### src/battle_settings.svh
// battle scene settings
`ifndef BATTLE_SETTINGS_SVH
`define BATTLE_SETTINGS_SVH

// player creature, back view, top left corner
`define MY_X 10'd250
`define MY_Y 10'd290

// enemy creature, front view, top left corner
`define EN_X 10'd410
`define EN_Y 10'd160

// square sprite edge in pixels
`define SPR_SIZE 10'd56

// sheet row is four sprites wide
`define SHEET_W 10'd224

// first fill pixel of the player bar
`define MY_BAR_X 10'd280
`define MY_BAR_Y 10'd360

// first fill pixel of the enemy bar
`define EN_BAR_X 10'd130
`define EN_BAR_Y 10'd60

// fill area only, border ring sits outside it
`define BAR_W 10'd50
`define BAR_H 10'd5

// bar colours, r g b
`define COL_GREEN 24'h41ff74
`define COL_ORANGE 24'h41cc00
`define COL_RED 24'hff3300
`define COL_WHITE 24'hffffff
`define COL_BLACK 24'h000000

`endif

### src/battle_pkg.sv
// battle scene types
package battle_pkg;

   // raster coordinate
   typedef struct packed {
      logic [9:0] x;
      logic [9:0] y;
   } draw_pos_t;

   // hit points, max is never zero
   typedef struct packed {
      logic [6:0] cur;
      logic [6:0] max;
   } hp_t;

   typedef struct packed {
      logic [7:0] r;
      logic [7:0] g;
      logic [7:0] b;
   } rgb_t;

   // window hits, also carried as a plain 4 bit word
   typedef struct packed {
      logic my_spr;
      logic en_spr;
      logic my_bar;
      logic en_bar;
   } hits_t;

   // stage 1 result
   typedef struct packed {
      hits_t       hits;
      logic [5:0]  my_spr_x;
      logic [5:0]  my_spr_y;
      logic [5:0]  en_spr_x;
      logic [5:0]  en_spr_y;
      // box offsets, border ring included
      logic [5:0]  my_bar_x;
      logic [2:0]  my_bar_y;
      logic [5:0]  en_bar_x;
      logic [2:0]  en_bar_y;
      logic [2:0]  my_id;
      logic [2:0]  en_id;
      hp_t         my_hp;
      hp_t         en_hp;
   } locate_t;

   // stage 2 bar result
   typedef struct packed {
      logic hit;
      rgb_t rgb;
   } shade_t;

   typedef enum logic [1:0] {
      pix_none   = 2'd0,
      pix_sprite = 2'd1,
      pix_colour = 2'd2
   } pixel_kind_t;

   // sheet address, zero padded to the colour width
   typedef struct packed {
      logic [4:0]  pad;
      logic [18:0] addr;
   } spr_word_t;

   // one word, read according to kind
   typedef union packed {
      spr_word_t spr;
      rgb_t      rgb;
   } pixel_data_u;

   typedef struct packed {
      pixel_kind_t kind;
      pixel_data_u data;
   } pixel_out_t;

endpackage

### src/battle_scene_top.sv
// battle scene pixel pipeline
`timescale 1ns/1ps

module battle_scene_top
   import battle_pkg::*;
(
   input  logic       clk,
   input  logic       arst_n,
   input  draw_pos_t  draw,
   input  logic [2:0] my_id,
   input  logic [2:0] en_id,
   input  hp_t        my_hp,
   input  hp_t        en_hp,
   output pixel_out_t pix
);

   // stage 1 to stage 2
   locate_t     loc;
   // stage 2 to stage 3
   logic [18:0] my_addr;
   logic [18:0] en_addr;
   shade_t      my_shade;
   shade_t      en_shade;

   pixel_locate i_locate (
      .clk(clk), .arst_n(arst_n), .draw(draw),
      .my_id(my_id), .en_id(en_id),
      .my_hp(my_hp), .en_hp(en_hp), .loc(loc)
   );

   // player shows its back
   sprite_addr_gen #(.BACK(1'b1)) i_my_addr (
      .clk(clk), .arst_n(arst_n), .id(loc.my_id),
      .off_x(loc.my_spr_x), .off_y(loc.my_spr_y), .addr(my_addr)
   );

   // enemy faces the player
   sprite_addr_gen #(.BACK(1'b0)) i_en_addr (
      .clk(clk), .arst_n(arst_n), .id(loc.en_id),
      .off_x(loc.en_spr_x), .off_y(loc.en_spr_y), .addr(en_addr)
   );

   hp_fill_shade i_my_shade (
      .clk(clk), .arst_n(arst_n), .hit(loc.hits.my_bar),
      .off_x(loc.my_bar_x), .off_y(loc.my_bar_y), .hp(loc.my_hp), .shade(my_shade)
   );

   hp_fill_shade i_en_shade (
      .clk(clk), .arst_n(arst_n), .hit(loc.hits.en_bar),
      .off_x(loc.en_bar_x), .off_y(loc.en_bar_y), .hp(loc.en_hp), .shade(en_shade)
   );

   // flags skip stage 2 through the merge input register
   layer_merge i_merge (
      .clk(clk), .arst_n(arst_n), .loc_hits(loc.hits),
      .my_addr(my_addr), .en_addr(en_addr),
      .my_shade(my_shade), .en_shade(en_shade), .pix(pix)
   );

endmodule

### src/hp_fill_shade.sv
// health bar shader
`timescale 1ns/1ps
`include "battle_settings.svh"

module hp_fill_shade
   import battle_pkg::*;
(
   input  logic       clk,
   input  logic       arst_n,
   input  logic       hit,
   // offsets within the box, border included
   input  logic [5:0] off_x,
   input  logic [2:0] off_y,
   input  hp_t        hp,
   output shade_t     shade
);

   // 50 x 127 needs 13 bits
   logic [12:0] scaled;
   logic [12:0] quot;
   // filled inner columns, 0 to 50
   logic [5:0]  fill_w;
   logic        border;
   logic        filled;
   rgb_t        fill_rgb;
   rgb_t        rgb_d;

   assign scaled = 13'(`BAR_W) * 13'(hp.cur);
   // max of zero is outside the input contract, keep the divider quiet
   assign quot   = (hp.max == 7'd0) ? 13'd0 : scaled / 13'(hp.max);
   assign fill_w = quot[5:0];

   // outer ring of the box
   assign border = (off_x == 6'd0) || (off_x == 6'(`BAR_W + 10'd1)) ||
                   (off_y == 3'd0) || (off_y == 3'(`BAR_H + 10'd1));

   // inner column off_x - 1 is left of the fill edge
   assign filled = (off_x != 6'd0) && (off_x <= fill_w);

   // tier by how much of the bar is left
   always_comb begin
      if ({1'b0, fill_w, 1'b0} > 8'(`BAR_W)) begin
         // above half
         fill_rgb = `COL_GREEN;
      end else if (8'(fill_w) * 8'd5 > 8'(`BAR_W)) begin
         // above a fifth
         fill_rgb = `COL_ORANGE;
      end else begin
         fill_rgb = `COL_RED;
      end
   end

   always_comb begin
      if (border) begin
         rgb_d = `COL_BLACK;
      end else if (filled) begin
         rgb_d = fill_rgb;
      end else begin
         // empty part of the bar
         rgb_d = `COL_WHITE;
      end
   end

   // stage 2 register, hit passes along
   always_ff @(posedge clk or negedge arst_n) begin
      if (!arst_n) begin
         shade <= '0;
      end else begin
         shade.hit <= hit;
         shade.rgb <= rgb_d;
      end
   end

endmodule

### src/layer_merge.sv
// layer priority merge
`timescale 1ns/1ps

module layer_merge
   import battle_pkg::*;
(
   input  logic        clk,
   input  logic        arst_n,
   // stage 1 flags, realigned here
   input  logic [3:0]  loc_hits,
   input  logic [18:0] my_addr,
   input  logic [18:0] en_addr,
   input  shade_t      my_shade,
   input  shade_t      en_shade,
   output pixel_out_t  pix
);

   // flags lined up with the stage 2 results
   hits_t      hits_q;
   pixel_out_t pix_d;

   always_ff @(posedge clk or negedge arst_n) begin
      if (!arst_n) begin
         hits_q <= '0;
      end else begin
         hits_q <= loc_hits;
      end
   end

   // bars above sprites, player above enemy
   always_comb begin
      pix_d = '0;
      if (my_shade.hit) begin
         pix_d.kind     = pix_colour;
         pix_d.data.rgb = my_shade.rgb;
      end else if (en_shade.hit) begin
         pix_d.kind     = pix_colour;
         pix_d.data.rgb = en_shade.rgb;
      end else if (hits_q.my_spr) begin
         pix_d.kind          = pix_sprite;
         pix_d.data.spr.addr = my_addr;
      end else if (hits_q.en_spr) begin
         pix_d.kind          = pix_sprite;
         pix_d.data.spr.addr = en_addr;
      end
   end

   // stage 3 register
   always_ff @(posedge clk or negedge arst_n) begin
      if (!arst_n) begin
         pix <= '0;
      end else begin
         pix <= pix_d;
      end
   end

   // screen layout keeps bars and sprites apart
   a_layer_disjoint: assert property (@(posedge clk) disable iff (!arst_n)
      !((hits_q.my_bar || hits_q.en_bar) && (hits_q.my_spr || hits_q.en_spr)))
      else $error("bar and sprite overlap");

endmodule

### src/pixel_locate.sv
// pixel window locator
`timescale 1ns/1ps
`include "battle_settings.svh"

module pixel_locate
   import battle_pkg::*;
(
   input  logic      clk,
   input  logic      arst_n,
   input  draw_pos_t draw,
   input  logic [2:0] my_id,
   input  logic [2:0] en_id,
   input  hp_t       my_hp,
   input  hp_t       en_hp,
   output locate_t   loc
);

   // coordinate relative to each origin
   logic [9:0] my_dx, my_dy;
   logic [9:0] en_dx, en_dy;
   logic [9:0] mb_dx, mb_dy;
   logic [9:0] eb_dx, eb_dy;
   locate_t    loc_d;

   // pos inside [org, org + len)
   function automatic logic in_span(input logic [9:0] pos, input logic [9:0] org,
                                    input logic [9:0] len);
      logic [9:0] rel;
      rel = pos - org;
      return (pos >= org) && (rel < len);
   endfunction

   // bar box starts one pixel up and left of the fill
   assign my_dx = draw.x - `MY_X;
   assign my_dy = draw.y - `MY_Y;
   assign en_dx = draw.x - `EN_X;
   assign en_dy = draw.y - `EN_Y;
   assign mb_dx = draw.x - (`MY_BAR_X - 10'd1);
   assign mb_dy = draw.y - (`MY_BAR_Y - 10'd1);
   assign eb_dx = draw.x - (`EN_BAR_X - 10'd1);
   assign eb_dy = draw.y - (`EN_BAR_Y - 10'd1);

   always_comb begin
      loc_d.hits.my_spr = in_span(draw.x, `MY_X, `SPR_SIZE) &&
                          in_span(draw.y, `MY_Y, `SPR_SIZE);
      loc_d.hits.en_spr = in_span(draw.x, `EN_X, `SPR_SIZE) &&
                          in_span(draw.y, `EN_Y, `SPR_SIZE);
      // 52 x 7 box around each fill
      loc_d.hits.my_bar = in_span(draw.x, `MY_BAR_X - 10'd1, `BAR_W + 10'd2) &&
                          in_span(draw.y, `MY_BAR_Y - 10'd1, `BAR_H + 10'd2);
      loc_d.hits.en_bar = in_span(draw.x, `EN_BAR_X - 10'd1, `BAR_W + 10'd2) &&
                          in_span(draw.y, `EN_BAR_Y - 10'd1, `BAR_H + 10'd2);
      // low bits only, meaningful when the hit is set
      loc_d.my_spr_x = my_dx[5:0];
      loc_d.my_spr_y = my_dy[5:0];
      loc_d.en_spr_x = en_dx[5:0];
      loc_d.en_spr_y = en_dy[5:0];
      loc_d.my_bar_x = mb_dx[5:0];
      loc_d.my_bar_y = mb_dy[2:0];
      loc_d.en_bar_x = eb_dx[5:0];
      loc_d.en_bar_y = eb_dy[2:0];
      loc_d.my_id    = my_id;
      loc_d.en_id    = en_id;
      loc_d.my_hp    = my_hp;
      loc_d.en_hp    = en_hp;
   end

   // stage 1 register
   always_ff @(posedge clk or negedge arst_n) begin
      if (!arst_n) begin
         loc <= '0;
      end else begin
         loc <= loc_d;
      end
   end

   // hit point contract for the bar divider
   a_my_hp_range: assert property (@(posedge clk) disable iff (!arst_n)
      (my_hp.max != 7'd0) && (my_hp.cur <= my_hp.max))
      else $error("player hp out of range");

   a_en_hp_range: assert property (@(posedge clk) disable iff (!arst_n)
      (en_hp.max != 7'd0) && (en_hp.cur <= en_hp.max))
      else $error("enemy hp out of range");

endmodule

### src/sprite_addr_gen.sv
// sprite sheet address generator
`timescale 1ns/1ps
`include "battle_settings.svh"

module sprite_addr_gen #(
   // 1 back view, 0 front view
   parameter bit BACK = 1'b1
) (
   input  logic        clk,
   input  logic        arst_n,
   input  logic [2:0]  id,
   input  logic [5:0]  off_x,
   input  logic [5:0]  off_y,
   output logic [18:0] addr
);

   // sprite cell in the 4 x 4 sheet
   logic [1:0]  col;
   logic [1:0]  row;
   // pixel position in the whole sheet
   logic [18:0] sheet_x;
   logic [18:0] sheet_y;
   logic [18:0] addr_d;

   // creatures pair up per row
   // even cols back view, odd cols front view
   assign col = {id[0], ~BACK};
   assign row = id[2:1];

   always_comb begin
      sheet_x = 19'(col) * 19'(`SPR_SIZE) + 19'(off_x);
      sheet_y = 19'(row) * 19'(`SPR_SIZE) + 19'(off_y);
      // row major, one sheet row per raster line
      addr_d  = sheet_x + 19'(`SHEET_W) * sheet_y;
   end

   // stage 2 register
   always_ff @(posedge clk or negedge arst_n) begin
      if (!arst_n) begin
         addr <= '0;
      end else begin
         addr <= addr_d;
      end
   end

endmodule

### config.mk
export PLATFORM = sky130hd
export DESIGN_NAME = battle_scene_top
export DESIGN_NICKNAME = d
export VERILOG_FILES = /design/src/battle_pkg.sv /design/src/battle_scene_top.sv /design/src/hp_fill_shade.sv /design/src/layer_merge.sv /design/src/pixel_locate.sv /design/src/sprite_addr_gen.sv
export VERILOG_INCLUDE_DIRS = /design/src
export SDC_FILE = /design/constraint.sdc
export NUM_CORES = 1
export LEC_CHECK = 0
export ABC_AREA = 1
export BUFFER_PORTS_ARGS = -buffer_cell sky130_fd_sc_hd__buf_2
export CORE_MARGIN = 10
export CORE_UTILIZATION = 30
export CTS_CLUSTER_SIZE = 16
export DETAILED_ROUTE_END_ITERATION = 8
export PLACE_DENSITY_LB_ADDON = 0.25
export SYNTH_ARGS = -nofsm -noshare
export SYNTH_HDL_FRONTEND = slang
export SYNTH_SLANG_ARGS = --single-unit
### constraint.sdc
create_clock -name clk -period 26.8 [get_ports clk]
set_input_delay 1.34 -clock clk [delete_from_list [all_inputs] [get_ports clk]]
set_output_delay 1.34 -clock clk [all_outputs]
set_load 0.01 [all_outputs]
---- Word level (Yosys, flattened, before mapping) ----
Index checks and enable logic that the tools add are counted.
word-level totals
  register bits ........................... 196
  latch bits .............................. 0
  memory bits (writable) .................. 0
  memory bits (read-only) ................. 0
  input port bits ......................... 56
  output and inout port bits .............. 26
  logic and storage cells ................. 130
  memories ................................ 0
cells by class
  add/sub/neg operators ................... 14
  multipliers ............................. 10
  divide/modulo/power cells ............... 2
  order comparisons ....................... 22
  equality and inequality tests ........... 4
  shift-type cells ........................ 0
  multiplexer cells ....................... 18
  bitwise gates (word level) .............. 0
  reductions and logical operators ........ 28
operators with widths
  cell                                                           count
  two-way mux 24 bit                                             8
  < comparator 10 x 6 -> 1 bit, second input constant            6
  two-way mux 19 bit                                             3
  >= comparator 10 x 9 -> 1 bit, second input constant           4
  subtractor 10 x 9 -> 10 bit, second input constant             4
  adder 19 bit                                                   2
  multiplier 3 x 19 -> 14 bit, first input constant              2
  adder 8 x 6 -> 9 bit                                           4
  >= comparator 10 x 8 -> 1 bit, second input constant           3
  subtractor 10 x 8 -> 10 bit, second input constant             3
  divider 13 x 7 -> 13 bit                                       2
  two-way mux 26 bit                                             1
  multiplier 5 x 7 -> 12 bit, first input constant               2
  < comparator 10 x 3 -> 1 bit, second input constant            2
  greater-than comparator 8 x 6 -> 1 bit, second input constant  2
  multiplier 6 x 3 -> 8 bit, second input constant               2
  multiplier 2 x 3 -> 5 bit, second input constant               3
  greater-than comparator 7 x 6 -> 1 bit, second input constant  2
  logical AND 1 bit                                              14
  logical NOT 7 bit                                              2
  == test 6 bit, second input constant                           2
  less-or-equal comparator 6 bit                                 2
  logical NOT 6 bit                                              2
  two-way mux 6 bit                                              2
  other kinds (10)                                               19

---- Depth between registers and ports, before layout ----
  word-level depth ........................ 9
  gate-level depth with buffers ........... 174
  gate-level depth less buffers ........... 169

---- Cells and area by module ----
A second synthesis with hierarchy kept.
unflattened totals
  cell total of the unflattened synthesis .. 2666
  area, all modules ....................... 18880.6 um^2
by module, submodules not included
  module                        times used  cells each  area each (um^2)
  hp_fill_shade at i_en_shade   1           810         5201.2
  hp_fill_shade at i_my_shade   1           779         5078.6
  pixel_locate                  1           417         3467.1
  sprite_addr_gen at i_en_addr  1           237         1793.0
  sprite_addr_gen at i_my_addr  1           208         1751.7
  layer_merge                   1           215         1589.0

---- Worst setup path before layout ----
Ideal clock, no wire load.
  kind .................................... flip-flop to flip-flop
  start ................................... register, netlist name i_locate.loc[23]
  end ..................................... register i_my_shade.shade[21] (netlist bit)
  library setup time ...................... 0.065 ns
  arrival ................................. 22.876 ns
  required time ........................... 26.735 ns
  setup slack ............................. 3.860 ns
  stages on the path, launching flop included .. 168
  buffers on the path ..................... 5
  cells stage by stage .................... dfrtp_1 -> ha_1 -> ha_1 -> fa_1 -> ha_1 -> a21oi_1 -> nand2_1 -> nand4_1 -> o211ai_1 -> xnor2_1 -> inv_1 -> ha_1 -> or2_2 -> nand3_2 -> nand2_1 -> and2_1 -> ha_1 -> o21ai_0 -> [132 not listed] -> nand2_1 -> inv_1 -> ha_1 -> ha_1 -> inv_1 -> fa_1 -> nor2_1 -> inv_1 -> nand2_1 -> a21oi_1 -> xor2_1 -> nand2_1 -> inv_1 -> and3_1 -> nand4_1 -> nand2_1 -> nand3_1 -> nand2_1
on the way
  longest elaborated chain between the ends .. 9
  elaborated cells on any way between the ends .. 12
  those cells by class .................... mul: 2; div: 1; order compare: 3; mux: 5; reduce/logical: 1
RTL lines
  item                                    RTL line             source
  multiplier 5 x 7 -> 12 bit *            hp_fill_shade.sv:28  assign scaled = 13'(`BAR_W) * 13'(hp.cur);
  divider 13 x 7 -> 13 bit *              hp_fill_shade.sv:30  assign quot = (hp.max == 7'd0) ? 13'd0 : scaled / 13'(hp.max);
  two-way mux 6 bit *                     hp_fill_shade.sv:30
  multiplier 6 x 3 -> 8 bit               hp_fill_shade.sv:45  end else if (8'(fill_w) * 8'd5 > 8'(`BAR_W)) begin
  greater-than comparator 8 x 6 -> 1 bit  hp_fill_shade.sv:45
  two-way mux 24 bit                      hp_fill_shade.sv:45
  two-way mux 24 bit                      hp_fill_shade.sv:42  if ({1'b0, fill_w, 1'b0} > 8'(`BAR_W)) begin
  two-way mux 24 bit *                    hp_fill_shade.sv:56  end else if (filled) begin
  two-way mux 24 bit *                    hp_fill_shade.sv:54  if (border) begin
  to (decl)                               hp_fill_shade.sv:15  output shade_t shade
Mark *: on every way between the ends. The rest lies on a longest branch, timed or not.

---- Worst setup path in the final report ----
  start ................................... register, netlist name i_locate.loc[23]
  end ..................................... register i_my_shade.shade[21] (netlist bit)
on the way
  longest elaborated chain between the ends .. 9
  elaborated cells on any way between the ends .. 12
  those cells by class .................... mul: 2; div: 1; order compare: 3; mux: 5; reduce/logical: 1
RTL lines
  item                                    RTL line
  multiplier 5 x 7 -> 12 bit *            hp_fill_shade.sv:28
  divider 13 x 7 -> 13 bit *              hp_fill_shade.sv:30
  two-way mux 6 bit *                     hp_fill_shade.sv:30
  multiplier 6 x 3 -> 8 bit               hp_fill_shade.sv:45
  greater-than comparator 8 x 6 -> 1 bit  hp_fill_shade.sv:45
  two-way mux 24 bit                      hp_fill_shade.sv:45
  two-way mux 24 bit                      hp_fill_shade.sv:42
  two-way mux 24 bit *                    hp_fill_shade.sv:56
  two-way mux 24 bit *                    hp_fill_shade.sv:54
Marked as above.

==> flow_summary.ini <==
[timing]
hold_viol_final = 0
hold_ws_ns = 0.352
max_slew_margin_pct = 28.7
finalCritPeriodShare_pct = 90.8
setup_viol = 0
slew_violations = 0
fin_crit_ns = 24.34
worst_slack_ns = 2.46
skew_ns = 0.0126
max_freq_ghz = 0.0411
worst_slew_pin_slew_ns = 1.07

[logic_synthesis]
synth_edf_count = 0
ys.flop_type = dfrtp_1
seq_area_frac_synth_pct = 21.8
syn_avg_cell_area_um2 = 7.65
synthDistinctLibCells = 65
ys_seq_elements = 142
synthArstFlopShare_pct = 100
synth_cells = 2129
syn-num-nets = 2499
ys.warnings.count = 0
synth_area_um2 = 16300

[clock_network]
cts_sinks = 142
cts_hold_buf = 0
clockBufferDepth = 2
clk_pin_slew_ns = 0.07
tritoncts = built
root_buffer = clkbuf_16
tritoncts.num_buffers = 17
worstSkewPairLatency_ns = 0.48
htreeDepth = 4

[die]
start_util_pct = 30.3
die_h_um = 253
chipWidth_um = 253
ios = 82
core_um2 = 53800
die_area_um2 = 64000
fp-row-count = 85

[global_route]
antenna_found_initial = 1
grt_pass1_wl_um = 65600
grt_use_total_pct = 12.4
grt_max_degree = 87
grt_overflow = 0
grt_pass1_vias = 13652

[worst_hold_path]
worstHoldPathCells = 0
hold_path.startpoint = i_locate.loc[71]
hp-class = reg2reg
holdPathEnd = i_en_addr.addr[1]

[critical_path]
worstReg2RegEnd = i_my_shade.shade[21]
slowest_delay_ns = 0.47
crit_path_end_kind = flop
path_common_cell = nand2_1
regToRegSetupSlack_ns = 2.46
path_max_fanout = 11
timing.rr.start = i_locate.loc[23]
crit_required_ns = 27.21
critPathLaunchType = flop
cp_data_arrival_time_ns = 24.74
rr_worst_depth = 160
critPathKind = reg2reg
cpMaxStageDelayCell = fa_1

[place]
port_buffers = 81
gp_congestion = 0.847
post-dp-hpwl_um = 31900
dp_slack_ns = 1.03

[final_layout]
drive_above_1_share_pct = 12.1
area_growth_pct = 13.2
final_core_util_pct = 34.3
fin_nets = 2604

[route]
drc_errors = 0
wl_per_cell_um = 13.3
num_vias = 13931
routed_via_density = 4.73
firstDrtPassIters = 5
ant_nets = 0
wl_um = 39200
dr.first_iter.drc_count = 697

[job]
drv_cap = 0

[outcome]
status = completed
==> how the worst max path moves through the flow <==
stage,startpoint,end,cells after the start
final,i_locate.loc[23],i_my_shade.shade[21],160
after global placement,i_locate.loc[9],i_en_shade.shade[14],146
after global routing,i_locate.loc[22],i_my_shade.shade[21],166
after CTS,i_locate.loc[23],i_my_shade.shade[21],158
after floorplan,i_locate.loc[23],i_my_shade.shade[21],167
after detailed placement,i_locate.loc[23],i_my_shade.shade[21],160
==> final cells by class <==
class / instances / area [µm²]
flip-flops and latches: 142 / 3550
multi-input cells: 1618 / 11400
clock inverters: 15 / 190
repair buffers: 112 / 644
well taps: 696 / 871
clock buffers: 17 / 425
diodes: 1 / 2.50
inverters: 343 / 1320
fillers: 5664 / 35400
==> synthesized netlist by cell type, drive strengths merged (4+ instances only) <==
master / number / area share, %
nand4: 29 / 1.3
o2111ai: 4 / 0.22
a21oi: 104 / 3.4
fa: 30 / 3.7
ha: 284 / 22
dfrtp: 142 / 22
nand3: 93 / 3.3
o21bai: 25 / 1.2
o211ai: 9 / 0.41
nor3: 25 / 0.87
o31ai: 7 / 0.32
xnor2: 55 / 3.0
o221ai: 4 / 0.22
a31oi: 8 / 0.31
nand3b: 7 / 0.40
nand2: 423 / 10
nor2: 154 / 3.9
a22oi: 20 / 0.92
inv: 341 / 7.9
a2111oi: 6 / 0.32
xor2: 94 / 5.1
o21ai: 148 / 4.8
or3: 4 / 0.15
buf: 13 / 0.51
or2: 12 / 0.46
a21o: 37 / 1.7
nor4: 10 / 0.42
clkbuf: 16 / 0.37
==> flip-flops by register name (all words and copies together) (netlist names) <==
name,cells
i_en_addr.addr,18
i_en_shade.shade,7
i_locate.loc,71
i_merge.hits_q,2
i_merge.pix,22
i_my_addr.addr,15
i_my_shade.shade,7
==> cell families after synthesis <==
family	after synthesis	synth area share (%)
xor gates and xnor gates	149	8.06
DFF	142	21.8
buffers and inverters	372	8.82
AOI/OAI and AO/OA	385	14.4
adders and majority gates	314	25.5
and+or+nand+nor	767	21.4
==> routing by layer <==
metal / track usage [%] / part of all wire, % / vias up
met2: 20.3 / 47 / 181
met3: 2.19 / 3.1 / 34
met1: 16.4 / 49 / 6465
li1: - / - / 7251
met5: 0 / 0 / -
met4: 3.54 / 1.4 / 0
==> cells in the final DEF, fill, tap and decap left out, drive strengths merged, types with 93 or more instances in the layout <==
master and n:
o21ai 149, ha 284, inv 344, a21oi 104, xor2 94, dfrtp 142
nand2 423, nand3 93, nor2 156, buf 112
==> per-stage QoR <==
| step | setup TNS, ns | area (µm²) | std cells |
|---|---|---|---|
| after floorplan | 0 | 16300 | 2129 |
| after global placement | 0 | 17500 | 2881 |
| after detailed placement | 0 | 17500 | 2881 |
| after CTS | 0 | 18100 | 2913 |
| after global routing | -0.307 | 18400 | 2944 |
| final | 0 | 18400 | 2944 |
==> repair_timing <==
action | in CTS | in global routing
gates resized for setup | 0 | 39
setup buffers | 0 | 27
endpoints found under the setup margin | 0 | 10
==> critical path: cells and delay by family (launching register included) <==
kind / cells / cell delay (ns)
AOI/OAI and AO/OA: 56 / 8.47
and+or+nand+nor: 56 / 6.47
adders and majority gates: 20 / 6.09
buffers and inverters: 26 / 2.38
DFF: 1 / 0.43
xor gates and xnor gates: 2 / 0.42
Power is left out: the tool's default activity adds up to more than one toggle a clock period on the data nets, which glitch-free logic cannot reach.
